==> src/rtl/cpuPkg.sv <==
package cpuPkg;

	localparam int dataBits = 32;
	localparam int regNoBits = 4;
	localparam int regWords = 1 << regNoBits;
	localparam int immBits = 16;
	localparam int memAddrBits = 16;
	// One word per four bytes of decoded address space
	localparam int memWords = 1 << (memAddrBits - 2);
	localparam int hexBits = 24;
	localparam int ledrBits = 10;

	typedef logic [dataBits-1:0] wordT;
	typedef logic [regNoBits-1:0] regNoT;
	typedef logic [5:0] op1T;
	typedef logic [7:0] op2T;

	// Primary opcodes
	localparam op1T op1Alur = 6'b000000;
	localparam op1T op1Beq = 6'b001000;
	localparam op1T op1Blt = 6'b001001;
	localparam op1T op1Ble = 6'b001010;
	localparam op1T op1Bne = 6'b001011;
	localparam op1T op1Jal = 6'b001100;
	localparam op1T op1Lw = 6'b010010;
	localparam op1T op1Sw = 6'b011010;
	localparam op1T op1Addi = 6'b100000;
	localparam op1T op1Andi = 6'b100100;
	localparam op1T op1Ori = 6'b100101;
	localparam op1T op1Xori = 6'b100110;

	// ALU functions
	localparam op2T op2Eq = 8'b00001000;
	localparam op2T op2Lt = 8'b00001001;
	localparam op2T op2Le = 8'b00001010;
	localparam op2T op2Ne = 8'b00001011;
	localparam op2T op2Add = 8'b00100000;
	localparam op2T op2And = 8'b00100100;
	localparam op2T op2Or = 8'b00100101;
	localparam op2T op2Xor = 8'b00100110;
	localparam op2T op2Sub = 8'b00101000;
	localparam op2T op2Nand = 8'b00101100;
	localparam op2T op2Nor = 8'b00101101;
	localparam op2T op2Nxor = 8'b00101110;
	localparam op2T op2Rshf = 8'b00110000;
	localparam op2T op2Lshf = 8'b00110001;

	localparam wordT startPc = 32'h00000100;
	localparam wordT addrHex = 32'hFFFFF000;
	localparam wordT addrLedr = 32'hFFFFF020;
	localparam wordT unmappedWord = 32'hDEADDEAD;
	localparam logic [hexBits-1:0] hexResetVal = 24'hFEDEAD;
	localparam logic [ledrBits-1:0] ledrResetVal = 10'h2AA;

	// Source of the value written back to the register file
	typedef enum logic [1:0] {resAlu, resMem, resPc} resSelT;

	typedef struct packed {
		logic aluImm;
		op2T aluFunc;
		logic isBranch;
		logic isJump;
		logic wrMem;
		logic wrReg;
		regNoT destNo;
		resSelT resSel;
	} ctrlT;

	typedef struct packed {
		logic valid;
		wordT inst;
		wordT pcPlus;
	} fetchLatchT;

	typedef struct packed {
		logic valid;
		ctrlT ctrl;
		wordT regVal1;
		wordT regVal2;
		wordT imm;
		wordT pcPlus;
	} decodeLatchT;

	typedef struct packed {
		logic valid;
		logic wrMem;
		logic wrReg;
		regNoT destNo;
		resSelT resSel;
		wordT aluOut;
		wordT storeVal;
		wordT pcPlus;
	} execLatchT;

	// valid doubles as the register write enable
	typedef struct packed {
		logic valid;
		regNoT regNo;
		wordT value;
	} wbT;

	typedef struct packed {
		logic valid;
		wordT nextPc;
	} redirectT;

endpackage
==> src/rtl/executeStage.sv <==
`timescale 1ns/1ns

module executeStage (
	input cpuPkg::decodeLatchT decoded,
	output cpuPkg::execLatchT executed,
	output cpuPkg::redirectT redirect,
	output logic execControl
);
	import cpuPkg::*;

	logic signed [dataBits-1:0] aluIn1;
	logic signed [dataBits-1:0] aluIn2;
	wordT aluOut;
	wordT immWords;
	wordT brTarget;
	wordT jmpTarget;
	logic taken;
	logic isControl;

	assign aluIn1 = decoded.regVal1;
	assign aluIn2 = decoded.ctrl.aluImm ? decoded.imm : decoded.regVal2;

	// Signed ALU where compares give 0 or 1
	always_comb begin
		case (decoded.ctrl.aluFunc)
			op2Eq: aluOut = wordT'(aluIn1 == aluIn2);
			op2Lt: aluOut = wordT'(aluIn1 < aluIn2);
			op2Le: aluOut = wordT'(aluIn1 <= aluIn2);
			op2Ne: aluOut = wordT'(aluIn1 != aluIn2);
			op2Add: aluOut = aluIn1 + aluIn2;
			op2And: aluOut = aluIn1 & aluIn2;
			op2Or: aluOut = aluIn1 | aluIn2;
			op2Xor: aluOut = aluIn1 ^ aluIn2;
			op2Sub: aluOut = aluIn1 - aluIn2;
			op2Nand: aluOut = ~(aluIn1 & aluIn2);
			op2Nor: aluOut = ~(aluIn1 | aluIn2);
			op2Nxor: aluOut = ~(aluIn1 ^ aluIn2);
			op2Rshf: aluOut = aluIn1 >>> aluIn2;
			op2Lshf: aluOut = aluIn1 << aluIn2;
			default: aluOut = '0;
		endcase
	end

	// Offsets count words
	assign immWords = decoded.imm << 2;
	assign brTarget = decoded.pcPlus + immWords;
	assign jmpTarget = decoded.regVal1 + immWords;
	assign taken = decoded.ctrl.isBranch && aluOut[0];
	assign isControl = decoded.valid && (decoded.ctrl.isBranch || decoded.ctrl.isJump);

	always_comb begin
		redirect.valid = isControl;
		if (taken) begin
			redirect.nextPc = brTarget;
		end else if (decoded.ctrl.isJump) begin
			redirect.nextPc = jmpTarget;
		end else begin
			redirect.nextPc = decoded.pcPlus;
		end
	end

	assign execControl = isControl;

	always_comb begin
		executed.valid = decoded.valid;
		executed.wrMem = decoded.ctrl.wrMem;
		executed.wrReg = decoded.ctrl.wrReg;
		executed.destNo = decoded.ctrl.destNo;
		executed.resSel = decoded.ctrl.resSel;
		executed.aluOut = aluOut;
		executed.storeVal = decoded.regVal2;
		executed.pcPlus = decoded.pcPlus;
	end

endmodule

==> config.mk <==
export PLATFORM = sky130hd
export DESIGN_NAME = executeStage
export DESIGN_NICKNAME = d
export VERILOG_FILES = /design/src/rtl/cpuPkg.sv /design/src/rtl/executeStage.sv
export SDC_FILE = /design/constraint.sdc
export NUM_CORES = 1
export LEC_CHECK = 0
export ABC_AREA = 1
export BUFFER_PORTS_ARGS = -buffer_cell sky130_fd_sc_hd__buf_2
export CAP_MARGIN = 40
export CELL_PAD_IN_SITES_DETAIL_PLACEMENT = 2
export CELL_PAD_IN_SITES_GLOBAL_PLACEMENT = 2
export CORE_MARGIN = 1
export CORE_UTILIZATION = 28
export DETAILED_ROUTE_END_ITERATION = 8
export PLACE_DENSITY = 0.92
export SYNTH_ARGS = -nofsm -noshare
export SYNTH_HDL_FRONTEND = slang
export SYNTH_SLANG_ARGS = --single-unit
==> constraint.sdc <==
create_clock -name vclk -period 5.4
set_clock_uncertainty 0.1 [all_clocks]
set_input_delay 0.27 -clock vclk [all_inputs]
set_output_delay 0.27 -clock vclk [all_outputs]
set_load 0.05 [all_outputs]
# Word-level counts from Yosys, hierarchy flattened
# Index checks and enable logic that the tools add are counted.
op_classes:
  bitwise_logic: 6
  eq_ne: 16
  n_shift: 2
  n_mux: 4
  reduce_logical: 3
  order_cmp: 2
  addsub: 4
ops:
  columns: ["op", "n"]
  rows:
  - ["case mux 32 bit (14 select lines)", 1]
  - ["adder 32 bit", 3]
  - ["2-to-1 mux 32 bit", 3]
  - ["inverter 32 bit", 3]
  - ["== test 8 x 6 -> 1 bit (second input constant)", 10]
  - ["AND 32 bit", 1]
  - ["== test 32 bit", 1]
  - ["== test 8 x 4 -> 1 bit (second input constant)", 4]
  - ["<= comparator 32 bit", 1]
  - ["less-than comparator 32 bit", 1]
  - ["!= test 32 bit", 1]
  - ["bitwise OR 32 bit", 1]
  - ["left shift 32 x 32 -> 32 bit", 1]
  - [">>> shifter 32 x 32 -> 32 bit", 1]
  - ["subtractor 32 bit", 1]
  - ["XOR 32 bit", 1]
  - ["logical AND 1 bit", 2]
  - ["logical OR 1 bit", 1]
totals:
  wordCells: 37
  inputBits: 148
  ff_bits: 0
  out_inout_bits: 139

# Longest topological paths before layout
logic_depth:
  word_depth: 6
  mapped_depth: 31
  ltp_nobuf: 26

# Worst setup path before layout
# No wires, ideal clock.
synth_timing:
  path_type: "input to output"
  start: "input port decoded[146] (netlist name)"
  end: "output port redirect[30] (netlist name)"
  t_arrival_ns: 4.116
  t_required_ns: 5.030
  path_slack_ns: 0.914
  path_stages: 31
  path_buffers: 5
  cell_sequence: "buf_4 -> inv_4 -> buf_6 -> or2_2 -> o21ai_1 -> clkinv_1 -> buf_2 -> buf_1 -> ha_1 -> inv_1 -> fa_1 -> nand3_1 -> nand2_1 -> nand2_1 -> nand3_1 -> a21oi_1 -> inv_1 -> nand2_1 -> nand2_1 -> nand2_1 -> nand2_1 -> nand2_1 -> nand2_1 -> o21ai_1 -> inv_1 -> nor2_1 -> nand2_4 -> nand2_4 -> buf_6 -> nand2_1 -> nand2_1"
synth_rtl:
  columns: ["element", "line", "text"]
  rows:
  - ["start: declaration", "executeStage.sv:4", "input cpuPkg::decodeLatchT decoded,"]
  - ["end: declaration", "executeStage.sv:6", "output cpuPkg::redirectT redirect,"]

==> flow_metrics.py <==
metrics = {
    "run_status": {
        "status": "finished, final reports clean",
    },
    "place": {
        "dp_hpwl_mm": 81.29,
        "dp_slack_ns": 0.07159,
        "gp_congestion": 1.033,
        "postPlaceCellArea_sq_um": 16230,
        "port_buffers": 271,
    },
    "synthesis": {
        "yosysTopAreaCell": "nand2_1",
        "synth_area_sq_um": 14560,
        "synth.distinct_cells": 49,
        "synth_top_area_share_pct": 23.16,
        "synthMostInstantiatedCell": "nand2_1",
        "yosys-top-cells-area": "nand2_1 (23%), ha_1 (13%), nand3_1 (10%), o21ai_0 (8.3%), inv_1 (7.5%)",
        "syn_inst": 2853,
        "syn-num-nets": 3159,
        "yosysSeqAreaShare_pct": 0,
        "synth_commonest_cells": "nand2_1 (898), nand3_1 (301), inv_1 (290), o21ai_0 (242), nor2_1 (220)",
        "yosys_warnings": 0,
        "syn_avg_cell_area_sq_um": 5.102,
    },
    "critical_path": {
        "crit_path_end_kind": "output pin",
        "critPathArrivalTime_ns": 4.93,
        "required_ns": 5.03,
        "cp_max_fo": 31,
        "start_kind": "input pin",
        "critPathKind": "input pin to output pin",
    },
    "finish": {
        "drive_gt1_share_pct": 12.11,
        "multiInputGateArea_sq_um": 12350,
        "syn_to_final_growth_pct": 12.03,
        "fin_nets": 3273,
        "fill_cells": 6897,
        "n_clock_buffer": 0,
        "seq_cell_count": 0,
        "design_area_sq_um": 16310,
        "regArea_sq_um": 0,
    },
    "hold_path": {
        "hp-start": "decoded[133]",
        "hold_path_end": "executed[101]",
        "hp-class": "input pin to output pin",
        "min_path_cells": 0,
    },
    "detailed_routing": {
        "via_per_inst": 6.031,
        "drt_wl_total_mm": 98.27,
        "wl_per_cell_um": 26.92,
        "dr.pass1.iters": 6,
        "dr.first_iter.drc_count": 1928,
        "drc": 0,
        "vias": 22018,
        "antenna_left": 0,
    },
    "power_and_ir_drop": {
        "p_per_area_nw_per_um2": 134.1,
        "ir_worst_vdd_mv": 0.06675,
        "p_leak_uw": 0.008483,
    },
    "floorplan": {
        "start_util_pct": 28.37,
        "fp.dieW_um": 230.0,
        "num_rows": 83,
        "die_h_um": 230.0,
        "io_pins": 287,
        "die_area_sq_um": 52900,
        "coreArea_sq_um": 51300,
    },
    "global_routing": {
        "grt.overflow.total": 0,
        "grt_usage_pct": 35.02,
        "grt_max_degree": 68,
        "grt_pass1_wl_mm": 142.9,
        "grt_pass1_vias": 23019,
        "antenna_found_initial": 10,
    },
    "clocking": {
        "ctsResizeCount": 0,
        "hold_buffers": 0,
        "cts_setup_buffers": 0,
    },
    "sta": {
        "finalSetupViolCount": 0,
        "max_freq_mhz": 188.7,
        "maxSlewHeadroom_pct": 33.62,
        "worstMarginPinSlew_ns": 0.9706,
        "fin_ws_ns": 0.1010,
        "slew_viol_final": 0,
        "period_minus_slack_ns": 5.299,
        "fin_crit_sh_pct": 98.13,
        "final_hold_viol_count": 0,
    },
    "run": {
        "maxCapViolations": 0,
    },
}
-- per-layer routing --
layer / up-vias / GRT usage (%) / wire length (um)
li1: 9645 / - / -
met1: 10819 / 40.65 / 37880
met2: 1131 / 60.31 / 46210
met3: 415 / 6.672 / 7715
met4: 8 / 19.06 / 6419
met5: - / 0 / 54
-- power by group --
part / switching (uW) / internal (uW)
clock network: 0 / 0.000149
registers: 0 / 0
logic: 1630 / 562
-- critical path, cell delays in order --
cell     delay (ns)
buf_2          0.19
buf_6          0.32
nand2_1        0.15
nand2_1        0.31
nand2_1        0.11
nor2_1         0.27
nand2_1        0.17
nor2_4         0.20
nand2_1        0.39
o21ai_0        0.47
nand2_1        0.18
nand2_1        0.10
o21ai_0        0.23
nand2_1        0.17
nand3_1        0.13
a21oi_1        0.71
a21oi_1        0.17
nand3_1        0.19
buf_12         0.16
-- through the flow --
stage | std cells | total power [uW] | setup TNS [ns] | util [%] | hold WS (ns)
floorplan | 2853 | 1395 | 0 | - | 0.6071
global placement | 3639 | 1969 | 0 | 31.57 | 0.4403
detailed placement | 3643 | 2095 | 0 | 31.64 | 0.4403
CTS | 3643 | 2105 | 0 | 31.64 | 0.4403
global route | 3650 | 2307 | -0.001146 | 31.78 | 0.4401
finish | 3651 | 2187 | 0 | 31.79 | 0.4400
-- kinds of logic after synthesis --
kind of cell               after synthesis  synth area share [%]
adders and majority gates              158                 13.79
xor gates and xnor gates                41                 2.467
buffers and inverters                  507                 15.71
and+or+nand+nor                       1520                 43.54
AOI/OAI and AO/OA                      627                 24.49
-- area by class of cell --
type               count  area share (%)
well taps            680           5.218
repair buffers       317           11.97
diodes                 6         0.09207
multi-input cells   2347           75.76
inverters            301           6.959
-- how the worst max path moves through the flow --
stage                  from      endpoint  slack, ns  cells after the start
2_1_floorplan  decoded[146]  redirect[30]       0.91                     31
3_3_place_gp   decoded[146]   redirect[3]       0.52                     23
3_5_place_dp   decoded[146]  redirect[22]       0.07                     22
4_1_cts        decoded[146]  redirect[22]       0.05                     22
5_1_grt        decoded[146]  redirect[22]     -0.001                     22
6_report       decoded[146]  executed[86]       0.10                     19
-- placed cells by master (no fill, tap or decap), types with 5 or more instances in the layout --
| cell | netlist | final |
|---|---|---|
| a2111oi_0 | 18 | 18 |
| a211oi_1 | 7 | 6 |
| a21boi_0 | 6 | 6 |
| a21o_1 | 10 | 10 |
| a21oi_1 | 205 | 205 |
| a221oi_1 | 9 | 9 |
| a31oi_1 | 19 | 19 |
| buf_12 | 0 | 17 |
| buf_2 | 14 | 256 |
| buf_4 | 83 | 42 |
| clkinv_1 | 5 | 5 |
| diode_2 | 0 | 6 |
| ha_1 | 154 | 154 |
| inv_1 | 290 | 289 |
| inv_2 | 5 | 6 |
| nand2_1 | 898 | 898 |
| nand3_1 | 301 | 301 |
| nand4_1 | 29 | 29 |
| nor2_1 | 220 | 219 |
| nor3_1 | 26 | 26 |
| nor4_1 | 12 | 12 |
| o2111ai_1 | 8 | 8 |
| o211ai_1 | 25 | 25 |
| o21a_1 | 8 | 8 |
| o21ai_0 | 242 | 241 |
| o21ai_1 | 11 | 8 |
| o21bai_1 | 18 | 17 |
| o22ai_1 | 25 | 25 |
| o31ai_1 | 7 | 7 |
| or2_2 | 18 | 18 |
| xnor2_1 | 11 | 11 |
| xor2_1 | 30 | 30 |
No activity file was read; power rests on OpenSTA's default activity.
