--- config.mk ---
export PLATFORM = sky130hd
export DESIGN_NAME = regFile
export DESIGN_NICKNAME = d
export VERILOG_FILES = /design/src/rtl/cpuPkg.sv /design/src/rtl/regFile.sv
export SDC_FILE = /design/constraint.sdc
export NUM_CORES = 1
export LEC_CHECK = 0
export BUFFER_PORTS_ARGS = -buffer_cell sky130_fd_sc_hd__buf_2
export CELL_PAD_IN_SITES_DETAIL_PLACEMENT = 1
export CELL_PAD_IN_SITES_GLOBAL_PLACEMENT = 1
export CORE_ASPECT_RATIO = 1.1
export CORE_MARGIN = 2
export CORE_UTILIZATION = 30
export CTS_CLUSTER_DIAMETER = 150
export CTS_CLUSTER_SIZE = 8
export DETAILED_ROUTE_END_ITERATION = 7
export GPL_TIMING_DRIVEN = 0
export PLACE_DENSITY = 0.56
export SYNTH_ARGS = -nofsm -noshare
export SYNTH_HDL_FRONTEND = slang
export SYNTH_SLANG_ARGS = --single-unit
export TNS_END_PERCENT = 100
--- constraint.sdc ---
create_clock -name clk -period 22.2 [get_ports clk]
set_input_delay 6.66 -clock clk [delete_from_list [all_inputs] [get_ports clk]]
set_output_delay 6.66 -clock clk [all_outputs]
set_load 0.03 [all_outputs]
--- src/rtl/cpuPkg.sv ---
package cpuPkg;

	localparam int dataBits = 32;
	localparam int regNoBits = 4;
	localparam int regWords = 1 << regNoBits;
	localparam int immBits = 16;
	localparam int memAddrBits = 16;
	// One word per four bytes of decoded address space
	localparam int memWords = 1 << (memAddrBits - 2);
	localparam int hexBits = 24;
	localparam int ledrBits = 10;

	typedef logic [dataBits-1:0] wordT;
	typedef logic [regNoBits-1:0] regNoT;
	typedef logic [5:0] op1T;
	typedef logic [7:0] op2T;

	// Primary opcodes
	localparam op1T op1Alur = 6'b000000;
	localparam op1T op1Beq = 6'b001000;
	localparam op1T op1Blt = 6'b001001;
	localparam op1T op1Ble = 6'b001010;
	localparam op1T op1Bne = 6'b001011;
	localparam op1T op1Jal = 6'b001100;
	localparam op1T op1Lw = 6'b010010;
	localparam op1T op1Sw = 6'b011010;
	localparam op1T op1Addi = 6'b100000;
	localparam op1T op1Andi = 6'b100100;
	localparam op1T op1Ori = 6'b100101;
	localparam op1T op1Xori = 6'b100110;

	// ALU functions
	localparam op2T op2Eq = 8'b00001000;
	localparam op2T op2Lt = 8'b00001001;
	localparam op2T op2Le = 8'b00001010;
	localparam op2T op2Ne = 8'b00001011;
	localparam op2T op2Add = 8'b00100000;
	localparam op2T op2And = 8'b00100100;
	localparam op2T op2Or = 8'b00100101;
	localparam op2T op2Xor = 8'b00100110;
	localparam op2T op2Sub = 8'b00101000;
	localparam op2T op2Nand = 8'b00101100;
	localparam op2T op2Nor = 8'b00101101;
	localparam op2T op2Nxor = 8'b00101110;
	localparam op2T op2Rshf = 8'b00110000;
	localparam op2T op2Lshf = 8'b00110001;

	localparam wordT startPc = 32'h00000100;
	localparam wordT addrHex = 32'hFFFFF000;
	localparam wordT addrLedr = 32'hFFFFF020;
	localparam wordT unmappedWord = 32'hDEADDEAD;
	localparam logic [hexBits-1:0] hexResetVal = 24'hFEDEAD;
	localparam logic [ledrBits-1:0] ledrResetVal = 10'h2AA;

	// Source of the value written back to the register file
	typedef enum logic [1:0] {resAlu, resMem, resPc} resSelT;

	typedef struct packed {
		logic aluImm;
		op2T aluFunc;
		logic isBranch;
		logic isJump;
		logic wrMem;
		logic wrReg;
		regNoT destNo;
		resSelT resSel;
	} ctrlT;

	typedef struct packed {
		logic valid;
		wordT inst;
		wordT pcPlus;
	} fetchLatchT;

	typedef struct packed {
		logic valid;
		ctrlT ctrl;
		wordT regVal1;
		wordT regVal2;
		wordT imm;
		wordT pcPlus;
	} decodeLatchT;

	typedef struct packed {
		logic valid;
		logic wrMem;
		logic wrReg;
		regNoT destNo;
		resSelT resSel;
		wordT aluOut;
		wordT storeVal;
		wordT pcPlus;
	} execLatchT;

	// valid doubles as the register write enable
	typedef struct packed {
		logic valid;
		regNoT regNo;
		wordT value;
	} wbT;

	typedef struct packed {
		logic valid;
		wordT nextPc;
	} redirectT;

endpackage
--- src/rtl/regFile.sv ---
`timescale 1ns/1ns

module regFile (
	input logic clk,
	input logic reset,
	input cpuPkg::regNoT readNo1,
	input cpuPkg::regNoT readNo2,
	output cpuPkg::wordT readVal1,
	output cpuPkg::wordT readVal2,
	input cpuPkg::regNoT destNo,
	output logic busy1,
	output logic busy2,
	output logic busyDest,
	input logic issue,
	input cpuPkg::regNoT issueNo,
	input cpuPkg::wbT wb
);
	import cpuPkg::*;

	wordT regs [regWords];
	logic [regWords-1:0] busy;

	always_ff @(posedge clk or posedge reset) begin
		if (reset) begin
			regs <= '{default: '0};
		end else if (wb.valid) begin
			regs[wb.regNo] <= wb.value;
		end
	end

	// Writeback clears a busy bit before a new issue sets it again
	always_ff @(posedge clk or posedge reset) begin
		if (reset) begin
			busy <= '0;
		end else begin
			if (wb.valid) begin
				busy[wb.regNo] <= 1'b0;
			end
			if (issue) begin
				busy[issueNo] <= 1'b1;
			end
		end
	end

	assign readVal1 = regs[readNo1];
	assign readVal2 = regs[readNo2];
	assign busy1 = busy[readNo1];
	assign busy2 = busy[readNo2];
	assign busyDest = busy[destNo];

endmodule

# Yosys cells after proc, flatten, opt, wreduce, memory -nomap -nowiden
# Index checks and enable logic that the tools add are counted.
[word_totals]
ff_bits = 528
inputBits = 56
output_inout_bits = 67
elab_cells = 58
[classes]
magnitude_cmp = 11
n_mux = 21
bitwise_logic = 6
n_reduce_logical = 3
[op_table]
columns = ["operator", "count"]
rows = [
  ["bitwise mux 512 bit", 1],
  ["binary-select mux 32 bit (select 4 bit)", 2],
  ["2-to-1 mux 32 bit", 5],
  ["demux 32 bit (select 4 bit)", 1],
  ["2-to-1 mux 16 bit", 2],
  ["less-than comparator 4 x 5 -> 1 bit, second input constant", 5],
  ["bitwise AND 16 bit", 1],
  ["NOT 16 bit", 1],
  ["bitwise OR 16 bit", 1],
  [">= comparator 5 bit, second input constant", 3],
  ["NOT 4 -> 5 bit", 3],
  ["binary-select mux 1 bit (select 4 bit)", 3],
  ["demux 1 bit (select 4 bit)", 2],
  [">= comparator 4 x 1 -> 1 bit, second input constant", 2],
  ["less-than comparator 5 x 1 -> 1 bit, second input constant", 1],
  ["2-to-1 mux 1 bit", 5],
  ["logical AND 1 bit", 3],
]

# Longest topological paths before layout
# Gate-level depths: netlist of run 1.
[depth]
depth_word = 9
ltp_mapped = 6
depth_no_buf = 3

# Worst setup path before layout of run 1
# No wires, ideal clock.
[synth_timing]
kind = "input-to-output"
start = "input port readNo1[0]"
end = "output port readVal1[18]"
t_arrival_ns = 8.175
required_ns = 15.540
setup_slack_ns = 7.365
path_stages = 6
n_path_buf = 3
path_cell_list = "buf_2 buf_2 buf_2 mux4_2 a22oi_1 nand2_1"
[synth_between]
elab_chain_cells = 4
[synth_lines]
columns = ["element", "line_no", "rtl"]
rows = [
  ["start, declared", "regFile.sv:6", "input cpuPkg::regNoT readNo1,"],
  ["NOT 4 -> 5 bit (not written as such)", "regFile.sv:45", "assign readVal1 = regs[readNo1];"],
  ["binary-select mux 32 bit (select 4 bit)", "regFile.sv:45", ""],
  ["2-to-1 mux 32 bit (not written as such) (2 in a row)", "regFile.sv:45", ""],
  ["end, declared", "regFile.sv:8", "output cpuPkg::wordT readVal1,"],
]
# No other way between the ends. The select of a mux whose other input is x is not followed.

# Worst setup path in the final report of run 1
[layout_timing]
start = "input port readNo1[1]"
end = "output port readVal1[25]"
# Same word-level chain as after synthesis.

==> results of run 1 <==
## kinds of logic after synthesis
logic type	Yosys count	share of synthesized area
compound gates	152	0.0410
mux	783	0.432
buf+inv	185	0.0297
flops	528	0.478
simple gates	112	0.0188
## routing by layer
layer | vias to the layer above | global-route usage
met4 | 4 | 0.105
met2 | 470 | 0.356
met1 | 9942 | 0.265
met5 | - | 0
met3 | 221 | 0.0410
li1 | 7252 | -
## power groups by stage
stage	Clock, mW	Sequential, mW	Combinational, mW
after floorplan	0	1.31	0.591
after global placement	0	1.34	0.752
after detailed placement	0	1.37	0.775
after CTS	1.07	1.36	0.778
after global routing	1.11	1.39	0.819
final	1.04	1.36	0.769
## cells in the mapped netlist (4+ instances only)
cell / number
a22oi_1: 132
buf_1: 11
buf_2: 83
clkbuf_1: 80
dfrtp_1: 528
inv_1: 8
mux2_2: 483
mux2_4: 29
mux4_2: 268
nand2_1: 72
nand3_1: 5
nand3b_1: 4
nor2_1: 8
nor2b_1: 6
o21ai_0: 8
## path summary, 6_finish.rpt
kind	start	to	slack [ns]	cells past startpoint
worst max-delay path	readNo1[1]	readVal1[25]	5.95	7
max in group asynchronous	reset	regs[334]	14.50	4
min in group asynchronous	reset	regs[67]	6.06	2
worst min-delay path	regs[303]	regs[303]	0.52	1
worst max register to register	regs[275]	regs[275]	21.40	1
worst min register to register	regs[303]	regs[303]	0.52	1
## per-stage QoR
stage          setup slack [ns]  hold WS, ns  area (sq um)
2_1_floorplan             0.787        0.478         27600
3_3_place_gp              -5.38        0.500         29700
3_5_place_dp               6.01        0.513         29800
4_1_cts                    6.00        0.524         31800
5_1_grt                    5.98        0.534         31800
6_report                   5.95        0.519         31800
## layout make-up
type                    instances  area share
multi-input cells            1047       0.427
flip-flops and latches        528       0.416
clock buffers                  77      0.0606
well taps                    1180      0.0464
plain buffers                 177      0.0249
repair buffers                120      0.0220
clock inverters                 4     0.00181
inverters                       8     0.00118
## flip-flops by register name (all words and copies together), names as in the netlist
name	cells
regs	512
busy	16
==> impl_results.md, run 1 <==
* Final Hold Viols at 0
* First-pass GRT wire length at 145000 microns
* Startpoint types: primary input
* Fin. max-slew vios at 0
* Post-route antenna net violation count at 0
* Cell count after synthesis at 1760
* Clk pwr share at 0.329
* CP Buf/Inv Count at 4
* Switch Pwr at 0.945 mW
* Largest delay share family, worst path: buffers and inverters
* H-tree depth at 3
* Area Growth Syn to Fin at 15.1%
* Syn. warnings at 0
* FFs w/ async S/R, synth at 1.00
* All-layer global routing usage at 0.213
* Worst vdd ir at 0.0534 mV
* IO Port Bufs at 115
* Final period utilization at 0.732
* Comb pwr share at 0.242
* Library cells used by synthesis at 33
* Relative slew slack at 0.0246
* Die H at 322 microns
* Max Freq at 61.5 MHz
* LEAKAGE at 13.3 nW
* Row cnt at 116
* Max_cap viols at 0
* Post-synthesis cell area at 0.0276 sq mm
* Power Internal at 2.23 mW
* Pin count of the biggest net entering global routing at 131
* Vias in the first global route at 19905
* Post-synth EDFFs at 0
* Non-Filler Instances at 3141
* FF+latch area at 0.0132 sq mm
* Initial antenna violation count at 4
* Minimum clock period at 16.25 ns
* Core area at 0.0911 sq mm
* Slowest CP cell: clkbuf_1
* Most common cell after layout, fill and taps aside: dfrtp_1
* Sequential element share of the synthesized area at 0.478
* Seq pwr share at 0.429
* Final TNS setup at 0 ns
* M1 wire length at 41000 microns
* DRT Wirelength at 99700 microns
* Chip width at 293 microns
* # resized after CTS at 0
* Cell taking the most area after synthesis: dfrtp_1
* Clk_lat worst skew at 0.62 ns
* CTS tree: built
* Routability congestion estimate at 0.787
* Cts bufs inserted at 75
* Post-DP HPWL at 67100 microns
* Initial DRC Count at 1240
* Crit-path cells: clkbuf_1, buf_2, clkbuf_1, mux4_2, a22oi_1, nand2_1, buf_2
* Layout cell share with drive strength beyond 1 at 0.547
* RSZ-0062 raised after global routing: no
* PwrDens at 99.8 mW/mm^2
* # nets final at 2013
* Root buf cell: clkbuf_16
* Die Area at 0.0945 sq mm
* Post-Synthesis Net Count at 1816
* Commonest cells after routing, fill and taps aside: dfrtp_1, mux2_2, mux4_2, buf_2, a22oi_1
* Slowest stage delay, CP at 0.89 ns
* Cts hold-fix bufs at 0
* # Post-CTS Setup Buffers at 0
* Worst-Margin Slew at 1.46 ns
* Sw frac at 0.298
* DRC viols at 0
* CTS clk-pin slew, worst paths at 0.05 ns
* Ports at 123
* Inst Count DP at 3060
* Per-cell routed wire length at 31.7 microns
* Total Power at 3.17 mW
* Worst Path Arrival at 9.59 ns
* Worst Hold Class: reg2reg
* Metal3 WL at 4600 microns
* CP Capture Type: output port
* Clk_skew at 0 ns
* Yosys reg bits at 528
* CP max FO at 10
* Area share of the largest cell type after synthesis at 0.478
* Area of the multi-input gates at 0.0136 sq mm
* Total iterations of the first detailed-routing run at 7
* Total gr overflow at 0
* Post-synth top flop: dfrtp_1
* Final core utilization at 0.349
* Diode count at 0
* Top layer reached by signal wires: met5
* Critical Path RT at 15.54 ns
* Via Count at 17889
* Status: finished, final reports clean
* Final setup viols at 0
* Fillers at 9304
* Routed met2 length at 48900 microns
* Clk buf depth at 3
* Mean Syn Cell Area at 15.7 sq um
* Initial Util at 0.303
* Synth top area cells: dfrtp_1, mux4_2, mux2_2
* Worst setup path class: in2out
* TritonCTS sink count at 528
* Routed vias/inst at 5.70
Note: power is estimated with default switching activity, not from simulation.
==> inputs of run 2 (changes only) <==
- ABC_AREA: default -> 1
- PLACE_DENSITY: 0.56 -> 0.61
- clock period: 22.2 -> 16.1 ns (I/O delays scaled with it)
==> run 2 against run 1 <==
Net effect: the flow now finishes with violations (capacitance limit, slew limit); via count increased by 90%; register-to-register slack got worse by 6.1 ns; combinational power increased by 65%; largest cell class unchanged.
==> impl_results.md, run 2 <==
* HP Start: regs[440]
* Final Hold Viols at 0 (unchanged)
* Post-Synthesis Net Count at 4694 (+160%)
* Syn. warnings at 0 (unchanged)
* Seq pwr share at 0.389 (-0.040)
* Layout cell share with drive strength beyond 1 at 0.101 (-0.446)
* IO Port Bufs at 116 (+0.87%)
* Worst Path Arrival at 7.80 ns (-1.79 ns)
* Post-synth top flop: dfrtp_1
* TritonCTS sink count at 528 (unchanged)
* CTS tree: built
* Slowest stage delay, CP at 1.22 ns (+0.33 ns)
* Top reg by flops: regs
* Row cnt at 123 (+6.0%)
* Clk_skew at 0 ns (unchanged)
* Cell taking the most area after synthesis: dfrtp_1
* Status: finished, violations left
* Critical Path Most Common Cell: buf_2
* Max Freq at 79.2 MHz
* Sequential element share of the synthesized area at 0.427 (-0.0512)
* Crit-path cells: buf_2, buf_2, buf_1, nand3_1, nand3_1, nand2_1, buf_2
* Routed vias/inst at 5.46 (-4.2%)
* Core area at 0.102 sq mm (+12%)
* Power Internal at 2.82 mW (+27%)
* # Post-CTS Setup Buffers at 0 (unchanged)
* RSZ-0062 raised after global routing: no
* Die H at 341 microns (+5.8%)
* Area share of the largest cell type after synthesis at 0.427 (-0.0512)
* FFs w/ async S/R, synth at 1.00 (unchanged)
* CP max FO at 10 (unchanged)
* Post-synth EDFFs at 0 (unchanged)
* Worst vdd ir at 0.0662 mV (+24%)
* Post-synthesis cell area at 0.0309 sq mm (+12%)
* Post-synth top cells: nand2_1, nand3_1, inv_1
* Worst setup path class: in2out
* Fillers at 13093 (+41%)
* H-tree depth at 3 (unchanged)
* CP Capture Type: output port
* Total Power at 4.49 mW (+41%)
* # nets final at 4902 (+140%)
* Initial antenna violation count at 3 (-1)
* Regs by FF count: regs x512, busy x16
* Mean Syn Cell Area at 6.67 sq um (-58%)
* DRC viols at 0 (unchanged)
* Inst Count DP at 6144 (+100%)
* Failing checks: capacitance limit, slew limit
* Ports at 123 (unchanged)
* Post-route antenna net violation count at 0 (unchanged)
* Most common cell after layout, fill and taps aside: nand2_1
* Hold Slack at 0.483 ns (-0.0364 ns)
* Initial Util at 0.303 (-0.000346)
* Die Area at 0.106 sq mm (+12%)
* # resized after CTS at 0 (unchanged)
* Final setup viols at 0 (unchanged)
* Library cells used by synthesis at 18 (-45%)
* Reg-to-reg slack, setup at 15.32 ns (-6.08 ns)
* Area Growth Syn to Fin at 14.8%
* LEAKAGE at 18.3 nW (+38%)
* Vias in the first global route at 34013 (+71%)
* Max reg flops at 512 (unchanged)
* Most common cell in the netlist: nand2_1
* First-pass GRT wire length at 253000 microns (+74%)
* R2R Path Start: busy[6]
* Worst-Margin Slew at 1.60 ns (+0.135 ns)
* CTS clk-pin slew, worst paths at 0.05 ns (about the same)
* Total gr overflow at 0 (unchanged)
* Cts bufs inserted at 75 (unchanged)
* Clk buf depth at 3 (unchanged)
* Final TNS setup at 0 ns (unchanged)
* CP Launch Point: readNo2[2]
* Chip width at 310 microns (+5.7%)
* Final period utilization at 0.784
* Relative slew slack at -0.0655 (-0.0902)
* All-layer global routing usage at 0.339 (+0.126)
* PwrDens at 126 mW/mm^2 (+27%)
* Yosys reg bits at 528 (unchanged)
* Initial DRC Count at 3802 (+210%)
* Comb pwr share at 0.282 (+0.040)
* Routability congestion estimate at 0.960 (+22%)
* Pin count of the biggest net entering global routing at 41 (-69%)
* DRT Wirelength at 179000 microns (+80%)
* Final Cell Area at 0.0355 sq mm (+12%)
* Via Count at 33963 (+90%)
* Root buf cell: clkbuf_16
* Sw frac at 0.372 (+0.0738)
* Clk pwr share at 0.329 (about the same)
* Minimum clock period at 12.63 ns
* Clk_lat worst skew at 0.64 ns (+0.02 ns)
* Max_cap viols at 2 (+2)
* Synth top area cells: dfrtp_1, nand2_1, nand3_1
* Dpl cell area at 0.0335 sq mm (+13%)
* Cts hold-fix bufs at 0 (unchanged)
* Post-DP HPWL at 136000 microns (+100%)
* Slowest CP cell: buf_1
* Fin. max-slew vios at 22 (+22)
* Commonest cells after routing, fill and taps aside: nand2_1, nand3_1, inv_1, dfrtp_1, o21ai_1
* Startpoint types: primary input
* Total iterations of the first detailed-routing run at 6 (-1)
* Cell count after synthesis at 4638 (+160%)
* Switch Pwr at 1.67 mW (+76%)
* Non-Filler Instances at 6225 (+98%)
* Per-cell routed wire length at 28.8 microns (-9.2%)
* Worst Hold Class: reg2reg
* Critical Path RT at 11.27 ns (-4.27 ns)
## run 2: power by group through the flow
stage	Sequential, mW	Clock, mW	Combinational, mW
after floorplan	1.73	0	0.806
after global placement	1.76	0	1.20
after detailed placement	1.76	0	1.23
after CTS	1.74	1.49	1.24
after global routing	1.77	1.54	1.40
final	1.74	1.48	1.27
## run 2: layout make-up
class	count	area [sq um]	area share
Clock buffer	78	1950	0.0550
Buffer	362	1770	0.0497
Inverter	586	2200	0.0620
Multi-Input combinational cell	3162	13800	0.387
Timing Repair Buffer	131	881	0.0248
Clock inverter	1	16.3	0.000458
Sequential cell	528	13200	0.372
Tap cell	1375	1720	0.0484
Antenna cell	2	5.00	0.000141
## run 2: stage by stage
| step | utilization | setup slack [ns] |
|---|---|---|
| 6_report | 0.348 | 3.47 |
| 5_1_grt | 0.347 | 3.66 |
| 4_1_cts | 0.347 | 3.82 |
| 3_5_place_dp | 0.328 | 3.83 |
| 3_3_place_gp | 0.325 | 0.246 |
| 2_1_floorplan | - | 4.09 |
## run 2: path summary, 6_finish.rpt
check | endpoint | cells past startpoint
max | readVal2[1] | 7
min | regs[440] | 2
max reg2reg | busy[6] | 2
min reg2reg | regs[440] | 2
max in group asynchronous | regs[69] | 7
min in group asynchronous | regs[375] | 2
## run 2: logic make-up (layout without fill, tap and decap cells)
family	after synthesis	in the layout	synth area share
AO/OA/AOI/OAI	528	528	0.0859
AND/OR/NAND/NOR	2634	2634	0.359
flip-flops	528	528	0.427
buffers and inverters	948	1158	0.128
other	0	2	0
## run 2: worst max-delay path: cells and delay by family
family / cells / cell delay (ns)
buffers and inverters: 4 / 2.20
and+or+nand+nor: 3 / 0.74
## run 2: layer usage
layer / vias up / track usage / part of all wire
met5: - / 0 / 0.00017
li1: 14992 / - / -
met3: 519 / 0.0675 / 0.088
met1: 16730 / 0.435 / 0.40
met4: 6 / 0.193 / 0.063
met2: 1716 / 0.530 / 0.44
