$ cat src/rtl/cpuPkg.sv
package cpuPkg;

	localparam int dataBits = 32;
	localparam int regNoBits = 4;
	localparam int regWords = 1 << regNoBits;
	localparam int immBits = 16;
	localparam int memAddrBits = 16;
	// One word per four bytes of decoded address space
	localparam int memWords = 1 << (memAddrBits - 2);
	localparam int hexBits = 24;
	localparam int ledrBits = 10;

	typedef logic [dataBits-1:0] wordT;
	typedef logic [regNoBits-1:0] regNoT;
	typedef logic [5:0] op1T;
	typedef logic [7:0] op2T;

	// Primary opcodes
	localparam op1T op1Alur = 6'b000000;
	localparam op1T op1Beq = 6'b001000;
	localparam op1T op1Blt = 6'b001001;
	localparam op1T op1Ble = 6'b001010;
	localparam op1T op1Bne = 6'b001011;
	localparam op1T op1Jal = 6'b001100;
	localparam op1T op1Lw = 6'b010010;
	localparam op1T op1Sw = 6'b011010;
	localparam op1T op1Addi = 6'b100000;
	localparam op1T op1Andi = 6'b100100;
	localparam op1T op1Ori = 6'b100101;
	localparam op1T op1Xori = 6'b100110;

	// ALU functions
	localparam op2T op2Eq = 8'b00001000;
	localparam op2T op2Lt = 8'b00001001;
	localparam op2T op2Le = 8'b00001010;
	localparam op2T op2Ne = 8'b00001011;
	localparam op2T op2Add = 8'b00100000;
	localparam op2T op2And = 8'b00100100;
	localparam op2T op2Or = 8'b00100101;
	localparam op2T op2Xor = 8'b00100110;
	localparam op2T op2Sub = 8'b00101000;
	localparam op2T op2Nand = 8'b00101100;
	localparam op2T op2Nor = 8'b00101101;
	localparam op2T op2Nxor = 8'b00101110;
	localparam op2T op2Rshf = 8'b00110000;
	localparam op2T op2Lshf = 8'b00110001;

	localparam wordT startPc = 32'h00000100;
	localparam wordT addrHex = 32'hFFFFF000;
	localparam wordT addrLedr = 32'hFFFFF020;
	localparam wordT unmappedWord = 32'hDEADDEAD;
	localparam logic [hexBits-1:0] hexResetVal = 24'hFEDEAD;
	localparam logic [ledrBits-1:0] ledrResetVal = 10'h2AA;

	// Source of the value written back to the register file
	typedef enum logic [1:0] {resAlu, resMem, resPc} resSelT;

	typedef struct packed {
		logic aluImm;
		op2T aluFunc;
		logic isBranch;
		logic isJump;
		logic wrMem;
		logic wrReg;
		regNoT destNo;
		resSelT resSel;
	} ctrlT;

	typedef struct packed {
		logic valid;
		wordT inst;
		wordT pcPlus;
	} fetchLatchT;

	typedef struct packed {
		logic valid;
		ctrlT ctrl;
		wordT regVal1;
		wordT regVal2;
		wordT imm;
		wordT pcPlus;
	} decodeLatchT;

	typedef struct packed {
		logic valid;
		logic wrMem;
		logic wrReg;
		regNoT destNo;
		resSelT resSel;
		wordT aluOut;
		wordT storeVal;
		wordT pcPlus;
	} execLatchT;

	// valid doubles as the register write enable
	typedef struct packed {
		logic valid;
		regNoT regNo;
		wordT value;
	} wbT;

	typedef struct packed {
		logic valid;
		wordT nextPc;
	} redirectT;

endpackage
$ cat src/rtl/decodeStage.sv
`timescale 1ns/1ns

module decodeStage (
	input cpuPkg::fetchLatchT fetched,
	input logic execControl,
	output cpuPkg::regNoT readNo1,
	output cpuPkg::regNoT readNo2,
	input cpuPkg::wordT readVal1,
	input cpuPkg::wordT readVal2,
	input logic busy1,
	input logic busy2,
	input logic busyDest,
	output logic issue,
	output cpuPkg::regNoT issueNo,
	output cpuPkg::decodeLatchT decoded,
	output logic stall,
	output logic controlPending,
	output logic bubble
);
	import cpuPkg::*;

	op1T op1;
	op2T op2;
	regNoT rd;
	regNoT rs;
	regNoT rt;
	logic [immBits-1:0] rawImm;
	ctrlT ctrl;
	logic needRt;
	logic hazard;

	assign op1 = fetched.inst[31:26];
	assign op2 = fetched.inst[25:18];
	assign rawImm = fetched.inst[23:8];
	assign rd = fetched.inst[11:8];
	assign rs = fetched.inst[7:4];
	assign rt = fetched.inst[3:0];

	always_comb begin
		ctrl = '0;
		ctrl.aluFunc = op2Add;
		ctrl.resSel = resAlu;
		ctrl.destNo = rt;
		needRt = 1'b0;
		case (op1)
			op1Alur: begin
				ctrl.aluFunc = op2;
				ctrl.wrReg = 1'b1;
				ctrl.destNo = rd;
				needRt = 1'b1;
			end
			op1Beq, op1Blt, op1Ble, op1Bne: begin
				ctrl.isBranch = 1'b1;
				needRt = 1'b1;
				case (op1)
					op1Beq: ctrl.aluFunc = op2Eq;
					op1Blt: ctrl.aluFunc = op2Lt;
					op1Ble: ctrl.aluFunc = op2Le;
					default: ctrl.aluFunc = op2Ne;
				endcase
			end
			op1Jal: begin
				// Link goes to rt, target comes from rs
				ctrl.isJump = 1'b1;
				ctrl.wrReg = 1'b1;
				ctrl.resSel = resPc;
			end
			op1Lw: begin
				ctrl.aluImm = 1'b1;
				ctrl.wrReg = 1'b1;
				ctrl.resSel = resMem;
			end
			op1Sw: begin
				ctrl.aluImm = 1'b1;
				ctrl.wrMem = 1'b1;
				needRt = 1'b1;
			end
			op1Addi, op1Andi, op1Ori, op1Xori: begin
				ctrl.aluImm = 1'b1;
				ctrl.wrReg = 1'b1;
				case (op1)
					op1Andi: ctrl.aluFunc = op2And;
					op1Ori: ctrl.aluFunc = op2Or;
					op1Xori: ctrl.aluFunc = op2Xor;
					default: ctrl.aluFunc = op2Add;
				endcase
			end
			default: ;
		endcase
	end

	assign readNo1 = rs;
	assign readNo2 = rt;

	// Wait for any source still in flight, and for a busy destination
	assign hazard = busy1 || (needRt && busy2) || (ctrl.wrReg && busyDest);
	assign stall = fetched.valid && hazard;
	assign bubble = stall;
	assign controlPending = (fetched.valid && (ctrl.isBranch || ctrl.isJump)) || execControl;

	assign issue = fetched.valid && ctrl.wrReg && !stall;
	assign issueNo = ctrl.destNo;

	always_comb begin
		decoded.valid = fetched.valid;
		decoded.ctrl = ctrl;
		decoded.regVal1 = readVal1;
		decoded.regVal2 = readVal2;
		decoded.imm = {{(dataBits - immBits){rawImm[immBits-1]}}, rawImm};
		decoded.pcPlus = fetched.pcPlus;
	end

endmodule

$ cat config.mk
export PLATFORM = sky130hd
export DESIGN_NAME = decodeStage
export DESIGN_NICKNAME = d
export VERILOG_FILES = /design/src/rtl/cpuPkg.sv /design/src/rtl/decodeStage.sv
export SDC_FILE = /design/constraint.sdc
export NUM_CORES = 1
export LEC_CHECK = 0
export ABC_AREA = 1
export BUFFER_PORTS_ARGS = -buffer_cell sky130_fd_sc_hd__buf_2
export CORE_AREA = 2 2 116 118
export DETAILED_ROUTE_END_ITERATION = 10
export DIE_AREA = 0 0 118 120
export GPL_TIMING_DRIVEN = 0
export PLACE_DENSITY_LB_ADDON = 0.15
export SLEW_MARGIN = 15
export SYNTH_ARGS = -nofsm -noshare
export SYNTH_HDL_FRONTEND = slang
export SYNTH_SLANG_ARGS = --single-unit
$ cat constraint.sdc
create_clock -name vclk -period 1.55
set_input_delay 0.31 -clock vclk [all_inputs]
set_output_delay 0.31 -clock vclk [all_outputs]
set_load 0.02 [all_outputs]
* Word level (Yosys, flattened, before mapping)
Index checks and enable logic that the tools add are counted.
** Storage, ports and cells
- Bits in registers :: 0
- Output and inout bits :: 164
- Word-level logic and storage cells :: 39
** Operators by class
- Reductions and logical operators :: 17
- Eq/ne operators :: 11
- Muxes and demuxes :: 11
** Operators by type and width (number)
- 6-bit by 4-bit == test with 1-bit output, second input constant :: 5
- 6-bit == test, second input constant :: 4
- 8-bit case mux with 3 select lines :: 1
- 6-bit by 5-bit == test with 1-bit output, second input constant :: 2
- 6-bit OR reduction :: 2
- 3-bit case mux with 3 select lines :: 1
- 4-bit OR reduction :: 2
- 7-bit OR reduction :: 1
- 1-bit logical AND :: 6
- 6-bit logical NOT :: 1
- 1-bit 2-to-1 mux :: 6
- 2-bit case mux with 3 select lines :: 1
- 1-bit logical OR :: 4
- 4-bit 2-to-1 mux :: 1
- 2-bit case mux with 2 select lines :: 1
- 1-bit logical NOT :: 1

* Depth between registers and ports, before layout
Gate-level depths: netlist (run 1).
- Depth in word-level cells :: 9
- Depth in mapped cells :: 9

* Least setup slack after synthesis (run 1)
OpenSTA, ideal clock, no wires.
- Kind :: input port to output port
- Start point :: in fetched[58] (netlist bit)
- End point :: out stall
- Slack :: -0.094 ns
- Path buffers :: 1
- Stages :: 8
- Data arrival time :: 1.334 ns
- Path through :: nor2_1 -> nand3_2 -> nand2_1 -> nor2_1 -> nand2_2 -> nand3_1 -> nand2_1 -> buf_4
** RTL lines
- from (decl) :: RTL line decodeStage.sv:4 : input cpuPkg::fetchLatchT fetched,
- to (decl) :: RTL line decodeStage.sv:16 : output logic stall,

* Worst setup path in the final report (run 1)
- Start point :: in fetched[59] (netlist bit)
- End point :: out issueNo[3]
** Between the ends
- Cells in the longest elaborated chain, start to end :: 2
** RTL lines
- 6-bit logical NOT :: RTL line decodeStage.sv:45 : case (op1)
- 4-bit 2-to-1 mux :: RTL line decodeStage.sv:45
- to (decl) :: RTL line decodeStage.sv:14 : output cpuPkg::regNoT issueNo,
Every way passes these cells.

==> flow_summary_export.csv, run 1 <==
group,metric,value,unit
sta,setup_viol,8,
critical_path,crit_type,"primary input to output port",
yosys,yosys_warnings,0,
yosys,yosys.area.top_type,"buf_4",
finish,clkbuf_count,0,
critical_path,cp_num_cells,8,
global_route,grt_use_total,0.0715,
critical_path,crit_slowest_cell,"nor2_4",
critical_path,end_kind,"output port",
yosys,syn-mean-instance-area,6.43,um^2
finish,drive_above_1_share,0.885,
yosys,synth_top_area_frac,0.743,
floorplan,fp.dieArea,14200,um^2
global_route,grt_max_degree,19,
drt,ant_nets,0,
sta,period_needed,1.63,ns
worst_hold_path,hold_start,"readVal1[2]",
drt,drt_iter0_markers,21,
floorplan,num_rows,42,
worst_hold_path,hold_class,"primary input to output port",
power,p_comb_frac,1.000,
finish,syn_to_final_growth,112,%
floorplan,die_y,120,um
yosys,synth_fp_nets,356,
drt,wl_met1,1.67,mm
power,p_switching,0.487,mW
run_status,status,"finished with violations",
critical_path,arrival,1.32,ns
run_status,violations,"setup timing",
floorplan,design.portCount,297,
yosys,netlist-cell-type-count,15,
placement,post-dp-hpwl,5.34,mm
yosys,synthCells,223,
critical_path,critPathTopFamily,"buffers and inverters",
critical_path,crit_required,1.24,ns
global_route,grt_pass1_vias,1702,
power,leakage,1.90,nW
finish,fin_nets,561,
drt,post_drt_wl_per_cell,9.75,um
power,p_clk_frac,0,
sta,max_freq,613,MHz
power,power.internal,0.464,mW
drt,wl_met2,3.53,mm
yosys,synthTopCellsByArea,"buf_4, nand2_1, inv_1",
power,peakVddDrop,0.000110,V
critical_path,critPathMaxFanout,6,
drt,drt_first_pass_iters,3,
flow_run,cap_viol_max_count,0,
floorplan,start_util,0.110,
placement,numPortBuffers,191,
drt,dr_wl_met3,660,um
finish,antenna_cells,0,
global_route,antenna_found_initial,0,
sta,fin_crit_sh,1.05,
finish,fill_cells,1457,
drt,drc,0,
drt,highest-signal-layer,"met3",
finish,multi_input_area,482,um^2
drt,vias_per_cell,3.14,
sta,finalHoldViolCount,0,
power,finalPower,0.951,mW
power,seq_power_share,0,
yosys,synth_common_cells,"buf_4, nand2_1, inv_1, nor2_1, nand3_1",
yosys,ys_seq_area_frac,0,
yosys,synth.most_common_cell,"buf_4",
yosys,synthesis.area,1430,um^2
critical_path,critical_path_buf_inv_count,4,
floorplan,die_w,118,um
placement,routabilityCongestion,0.739,
sta,rsz0062_at_grt,"true",
critical_path,crit_chain,"buf_8 > nor2_4 > nand3_4 > buf_4 > nand2_1 > nand2_1 > buf_6 > buf_6",
sta,fin_ws,-0.0815,ns
critical_path,cp-start-kind,"primary input",
power,switching_share,0.512,
worst_hold_path,worstHoldPathCells,2,
finish,seq_cells,0,
power,power.density,312,nW/um^2
sta,slew-limit-headroom,0.802,
sta,slew_violations,0,
critical_path,max_stage_delay,0.19,ns
critical_path,cp-startpoint,"fetched[59]",
drt,vias,1889,
global_route,grt_overflow_total,0,
sta,worst_pin_slew,0.297,ns
floorplan,fp.coreArea,13000,um^2
finish,regArea,0,um^2
drt,routed_wl,5.87,mm
sta,setup-tns-final,-0.371,ns
global_route,grt_pass1_wl,8.32,mm
## per-stage QoR
| stage | hold WS, ns | cells | cell area [um^2] | util | setup slack (ns) |
|---|---|---|---|---|---|
| after floorplan | 0.733 | 223 | 1460 | - | 0.00302 |
| after global placement | 0.838 | 590 | 2630 | 0.203 | -0.379 |
| after detailed placement | 0.838 | 590 | 2630 | 0.203 | -0.366 |
| after CTS | 0.838 | 601 | 2980 | 0.229 | -0.0875 |
| after global routing | 0.840 | 602 | 3040 | 0.235 | -0.154 |
| final | 0.836 | 602 | 3040 | 0.235 | -0.0815 |
## final timing paths
check          end
max     issueNo[3]
min    decoded[98]
## repair_timing
item,in CTS,in global routing
buffers inserted,10,1
gates resized for setup,69,20
hold buffers,0,0
endpoints found under the setup margin,23,18
pin swaps,18,3
cloned,1,0
## cell usage in the layout, fill, tap and decap left out
| cell type | instances |
|---|---|
| buf_2 | 169 |
| buf_4 | 150 |
| buf_6 | 22 |
| nand2_1 | 19 |
| inv_1 | 13 |
| nand2_4 | 8 |
| nor2_4 | 7 |
| nor2_1 | 5 |
| nand3_1 | 5 |
| nand3_4 | 4 |
| inv_2 | 4 |
| nand3_2 | 4 |
| nand2_2 | 3 |
| nand4_1 | 2 |
| a21o_1 | 2 |
| buf_8 | 2 |
| clkinv_4 | 1 |
| o21ai_0 | 1 |
| nor2_2 | 1 |
| a22o_4 | 1 |
| o21bai_1 | 1 |
| a21oi_1 | 1 |
| buf_12 | 1 |
## layer usage
metal	up-vias	global-route usage
li1	944	-
met2	161	0.169
met5	-	0
met1	784	0.0605
met3	0	0.0166
met4	0	0
## cell families (layout without fill, tap and decap cells)
logic type	count (synthesis)	count (layout)	synth area share
buf+inv	159	362	0.788
simple gates	58	58	0.182
compound gates	6	6	0.0297
## power by group through the flow
stage / clock, mW / combinational, mW / sequential [mW]
finish: 0 / 0.951 / 0
global route: 0 / 1.01 / 0
CTS: 0 / 0.946 / 0
detailed placement: 0 / 0.872 / 0
global placement: 0 / 0.874 / 0
floorplan: 0 / 0.613 / 0
## area by class of cell
cell class / count / area share
timing repair inverter: 1 / 0.00123
inverter: 17 / 0.0226
multi-input combinational: 64 / 0.158
tap: 176 / 0.0723
buffer: 142 / 0.356
timing repair buffer: 202 / 0.389
Note: power is estimated with default switching activity, not from simulation.
==> run 2, diff against run 1 <==
CORE_AREA = 10 10 108 110   (was 2 2 116 118)
==> run 2 against run 1 <==
Against the previous run:
- the run still ends with setup timing left
- wire length is 38% higher
- cell area is 6.4% lower
- die area stayed put
- final cell count is 8.0% lower
- first-iteration DRC count is 14% higher
- critical path depth is 2 higher
- setup slack better by 0.024 ns
- global-route usage is 2.9 points higher
- sequential share of layout area stayed put
- non-clock buffer count is 4 lower
- critical endpoint is now stall
- highest routed layer unchanged
==> flow_summary_export.csv, run 2 (synthesis results as in run 1) <==
group,metric,value,unit
run_status,status,"finished with violations",
run_status,violations,"setup timing",
power,switching_share,0.525,
drt,vias_per_cell,3.37,
worst_hold_path,hold_start,"readVal2[13]",
finish,seq_cells,0,
floorplan,num_rows,36,
finish,regArea,0,um^2
sta,max_freq,622,MHz
placement,routabilityCongestion,0.742,
drt,ant_nets,0,
critical_path,crit_slowest_cell,"nor2_4",
sta,finalHoldViolCount,0,
floorplan,fp.dieArea,14200,um^2
floorplan,die_y,120,um
critical_path,end_kind,"output port",
sta,slew-limit-headroom,0.823,
sta,rsz0062_at_grt,"true",
critical_path,critical_path_buf_inv_count,3,
power,p_clk_frac,0,
drt,drc,0,
finish,clkbuf_count,0,
power,leakage,1.85,nW
critical_path,crit_chain,"buf_8 > nor2_4 > nand3_4 > nand3_2 > nand2_1 > nand2_1 > nand2_1 > nand2_2 > buf_6 > buf_6",
floorplan,start_util,0.150,
finish,fin_area,2850,um^2
finish,drive_above_1_share,0.893,
finish,multi_input_area,427,um^2
worst_hold_path,hold_class,"primary input to output port",
power,peakVddDrop,0.000154,V
critical_path,cp-start-kind,"primary input",
placement,post-dp-hpwl,7.66,mm
power,p_switching,0.489,mW
global_route,grt_pass1_vias,2141,
drt,drt_first_pass_iters,2,
placement,numPortBuffers,191,
sta,worst_pin_slew,0.265,ns
critical_path,max_stage_delay,0.22,ns
critical_path,critPathTopFamily,"simple AND/OR/NAND/NOR gates",
finish,final_cell_mix,"buf_2, buf_4, nand2_1, buf_6, inv_1",
sta,setup_viol,5,
global_route,grt_pass1_wl,11.9,mm
critical_path,path_common_cell,"nand2_1",
finish,fill_cells,1084,
finish,antenna_cells,0,
floorplan,die_w,118,um
power,power.internal,0.443,mW
worst_hold_path,worstHoldPathCells,2,
drt,post_drt_wl_per_cell,14.6,um
finish,final_cells,554,
sta,holdWs,0.840,ns
sta,period_needed,1.61,ns
sta,fin_crit_sh,1.04,
critical_path,arrival,1.30,ns
placement,placedCellCount,547,
placement,placed_area,2580,um^2
power,seq_power_share,0,
sta,slew_violations,0,
floorplan,design.portCount,297,
finish,mostFrequentLayoutCell,"buf_2",
finish,utilization,0.298,
global_route,antenna_found_initial,0,
worst_hold_path,hold_path_end,"decoded[77]",
critical_path,critPathMaxFanout,4,
global_route,grt_use_total,0.100,
critical_path,crit_required,1.24,ns
global_route,grt_overflow_total,0,
finish,fin_nets,556,
drt,routed_wl,8.11,mm
flow_run,cap_viol_max_count,0,
power,power.density,327,nW/um^2
floorplan,fp.coreArea,9550,um^2
drt,drt_iter0_markers,24,
power,p_comb_frac,1.000,
finish,syn_to_final_growth,98.7,%
drt,vias,1867,
sta,fin_ws,-0.0574,ns
critical_path,crit_type,"primary input to output port",
global_route,grt_max_degree,19,
==> run 2: changes by cell type in the layout (fill, tap and decap cells not counted), sizes merged <==
cell    before  now
buf        344  340
clkinv       1    0
==> run 2: per-layer routing <==
metal / wire length, um / GRT usage / up-vias
met4: 0 / 0 / 0
met1: 2600 / 0.0899 / 770
met3: 1060 / 0.0544 / 0
met5: 0 / 0 / -
li1: - / - / 933
met2: 4450 / 0.205 / 164
==> run 2: repair_timing <==
item | CTS | global route
endpoints found under the setup margin | 22 | 21
hold buffers | 0 | 0
pin swaps | 16 | 10
resized for setup | 56 | 12
buffers inserted | 9 | 0
==> run 2: worst max path at each step <==
| stage | to | startpoint | cells after the start |
|---|---|---|---|
| after floorplan | stall | fetched[63] | 9 |
| after global placement | issueNo[0] | fetched[60] | 8 |
| after detailed placement | issueNo[3] | fetched[60] | 8 |
| after CTS | stall | fetched[62] | 10 |
| after global routing | stall | fetched[60] | 11 |
| final | stall | fetched[63] | 10 |
==> run 2: power by group through the flow <==
stage	combinational [mW]	clock (mW)	sequential, mW
global route	0.998	0	0
global placement	0.893	0	0
detailed placement	0.892	0	0
finish	0.931	0	0
CTS	0.941	0	0
floorplan	0.613	0	0
==> run 2: area by class of cell <==
cell class,instances,area share
inverter,17,0.0233
multi-input combinational,64,0.150
timing repair buffer,200,0.397
buffer,140,0.372
tap,133,0.0584
==> run 2: stage by stage <==
stage	power, mW	setup TNS [ns]	worst slack (ns)
after detailed placement	0.892	-4.43	-0.317
final	0.931	-0.155	-0.0574
after global routing	0.998	-1.39	-0.142
after floorplan	0.613	0	0.00302
after CTS	0.941	-0.181	-0.0719
after global placement	0.893	-4.39	-0.318
==> run 3, diff against run 2 <==
SKIP_LAST_GASP = 1   (was unset)
==> run 3 against run 2 <==
Against the previous run:
- the flow still finishes with violations (setup timing)
- core utilization hardly changed
- critical path depth unchanged
- via count down 0.11%
- setup slack about the same
- non-clock buffer count is the same
- largest cell class unchanged
- sequential cell count unchanged
- global-route usage is essentially flat
==> flow_summary_export.csv, run 3 (synthesis results as in run 1) <==
group,metric,value,unit
sta,max_freq,622,MHz
drt,drt_first_pass_iters,2,
critical_path,critPathMaxFanout,4,
finish,multi_input_area,429,um^2
finish,clkbuf_count,0,
drt,drt_iter0_markers,25,
sta,period_needed,1.61,ns
finish,regArea,0,um^2
critical_path,end_kind,"output port",
floorplan,fp.dieArea,14200,um^2
sta,slew_violations,0,
power,p_clk_frac,0,
sta,rsz0062_at_grt,"true",
clock_network,hold_buffers,0,
floorplan,design.portCount,297,
floorplan,num_rows,36,
drt,vias,1865,
floorplan,fp.coreArea,9550,um^2
finish,drive_above_1_share,0.891,
drt,post_drt_wl_per_cell,14.6,um
finish,final_cells,554,
sta,finalHoldViolCount,0,
finish,utilization,0.299,
run_status,status,"finished with violations",
power,leakage,1.85,nW
drt,vias_per_cell,3.37,
critical_path,crit_required,1.24,ns
power,seq_power_share,0,
placement,post-dp-hpwl,7.66,mm
sta,fin_ws,-0.0574,ns
critical_path,cp-start-kind,"primary input",
sta,setup_viol,5,
finish,seq_cells,0,
power,peakVddDrop,0.000154,V
global_route,grt_max_degree,19,
power,p_comb_frac,1.000,
power,power.density,327,nW/um^2
drt,routed_wl,8.10,mm
global_route,grt_overflow_total,0,
sta,fin_crit_sh,1.04,
drt,ant_nets,0,
placement,placedCellCount,547,
global_route,busiest_layer,"met2",
floorplan,start_util,0.150,
placement,numPortBuffers,191,
finish,antenna_cells,0,
power,p_switching,0.489,mW
power,power.internal,0.443,mW
flow_run,cap_viol_max_count,0,
finish,syn_to_final_growth,98.9,%
critical_path,crit_type,"primary input to output port",
finish,final_cell_mix,"buf_2, buf_4, nand2_1, buf_6, inv_1",
global_route,grtUsageMet2,0.203,
worst_hold_path,hold_class,"primary input to output port",
sta,slew-limit-headroom,0.823,
global_route,gr-usage-met1,0.0901,
global_route,grt_use_total,0.100,
global_route,grt_pass1_wl,11.8,mm
sta,setup-tns-final,-0.173,ns
power,switching_share,0.525,
global_route,grt_pass1_vias,2121,
global_route,use_met3,0.0544,
finish,mostFrequentLayoutCell,"buf_2",
floorplan,die_w,118,um
drt,drc,0,
global_route,antenna_found_initial,0,
floorplan,die_y,120,um
finish,fill_cells,1085,
placement,routabilityCongestion,0.742,
run_status,violations,"setup timing",
finish,fin_nets,556,
critical_path,arrival,1.30,ns
sta,worst_pin_slew,0.265,ns
==> run 3: cell types whose count changed in the layout (fill, tap and decap cells not counted) <==
cell,before,now
nand2_2,11,10
nand2_1,18,19
nor2_2,5,4
nor2_4,5,6
==> run 3: worst paths after layout <==
path	from	to	cells past startpoint
setup / recovery	fetched[63]	stall	10
hold / removal	readVal2[13]	decoded[77]	2
==> run 3: repair_timing <==
item	in CTS	in global routing
setup endpoints to repair	22	21
pin swaps	15	11
resized for setup	52	16
buffers inserted	9	0
==> run 3: layer usage <==
metal  wire length, um  vias to the layer above
met3              1060                        0
li1                  -                      934
met4                 0                        0
met5                 0                        -
met1              2600                      767
met2              4430                      164
==> run 3: critical path, stage by stage <==
cell	delay [ns]
buf_8	0.10
nor2_4	0.22
nand3_4	0.14
nand3_2	0.10
nand2_1	0.05
nand2_1	0.05
nand2_1	0.05
nand2_2	0.07
buf_6	0.09
buf_6	0.10
==> run 3: layout make-up <==
type	count	area share
buffer	140	0.370
inverter	17	0.0233
multi-input combinational	64	0.151
tap	133	0.0584
timing repair buffer	200	0.398
==> run 3: power by group through the flow <==
stage / sequential, mW / combinational (mW) / clock, mW
6_report: 0 / 0.932 / 0
5_1_grt: 0 / 0.998 / 0
4_1_cts: 0 / 0.939 / 0
3_5_place_dp: 0 / 0.892 / 0
3_3_place_gp: 0 / 0.893 / 0
2_1_floorplan: 0 / 0.613 / 0
==> run 3: metrics by stage <==
stage	hold WS (ns)	setup WS [ns]	power (mW)	instance area, um^2
global route	0.843	-0.138	0.998	2850
finish	0.840	-0.0574	0.932	2850
floorplan	0.733	0.00302	0.613	1460
global placement	0.843	-0.318	0.893	2580
CTS	0.842	-0.0719	0.939	2810
detailed placement	0.842	-0.317	0.892	2580
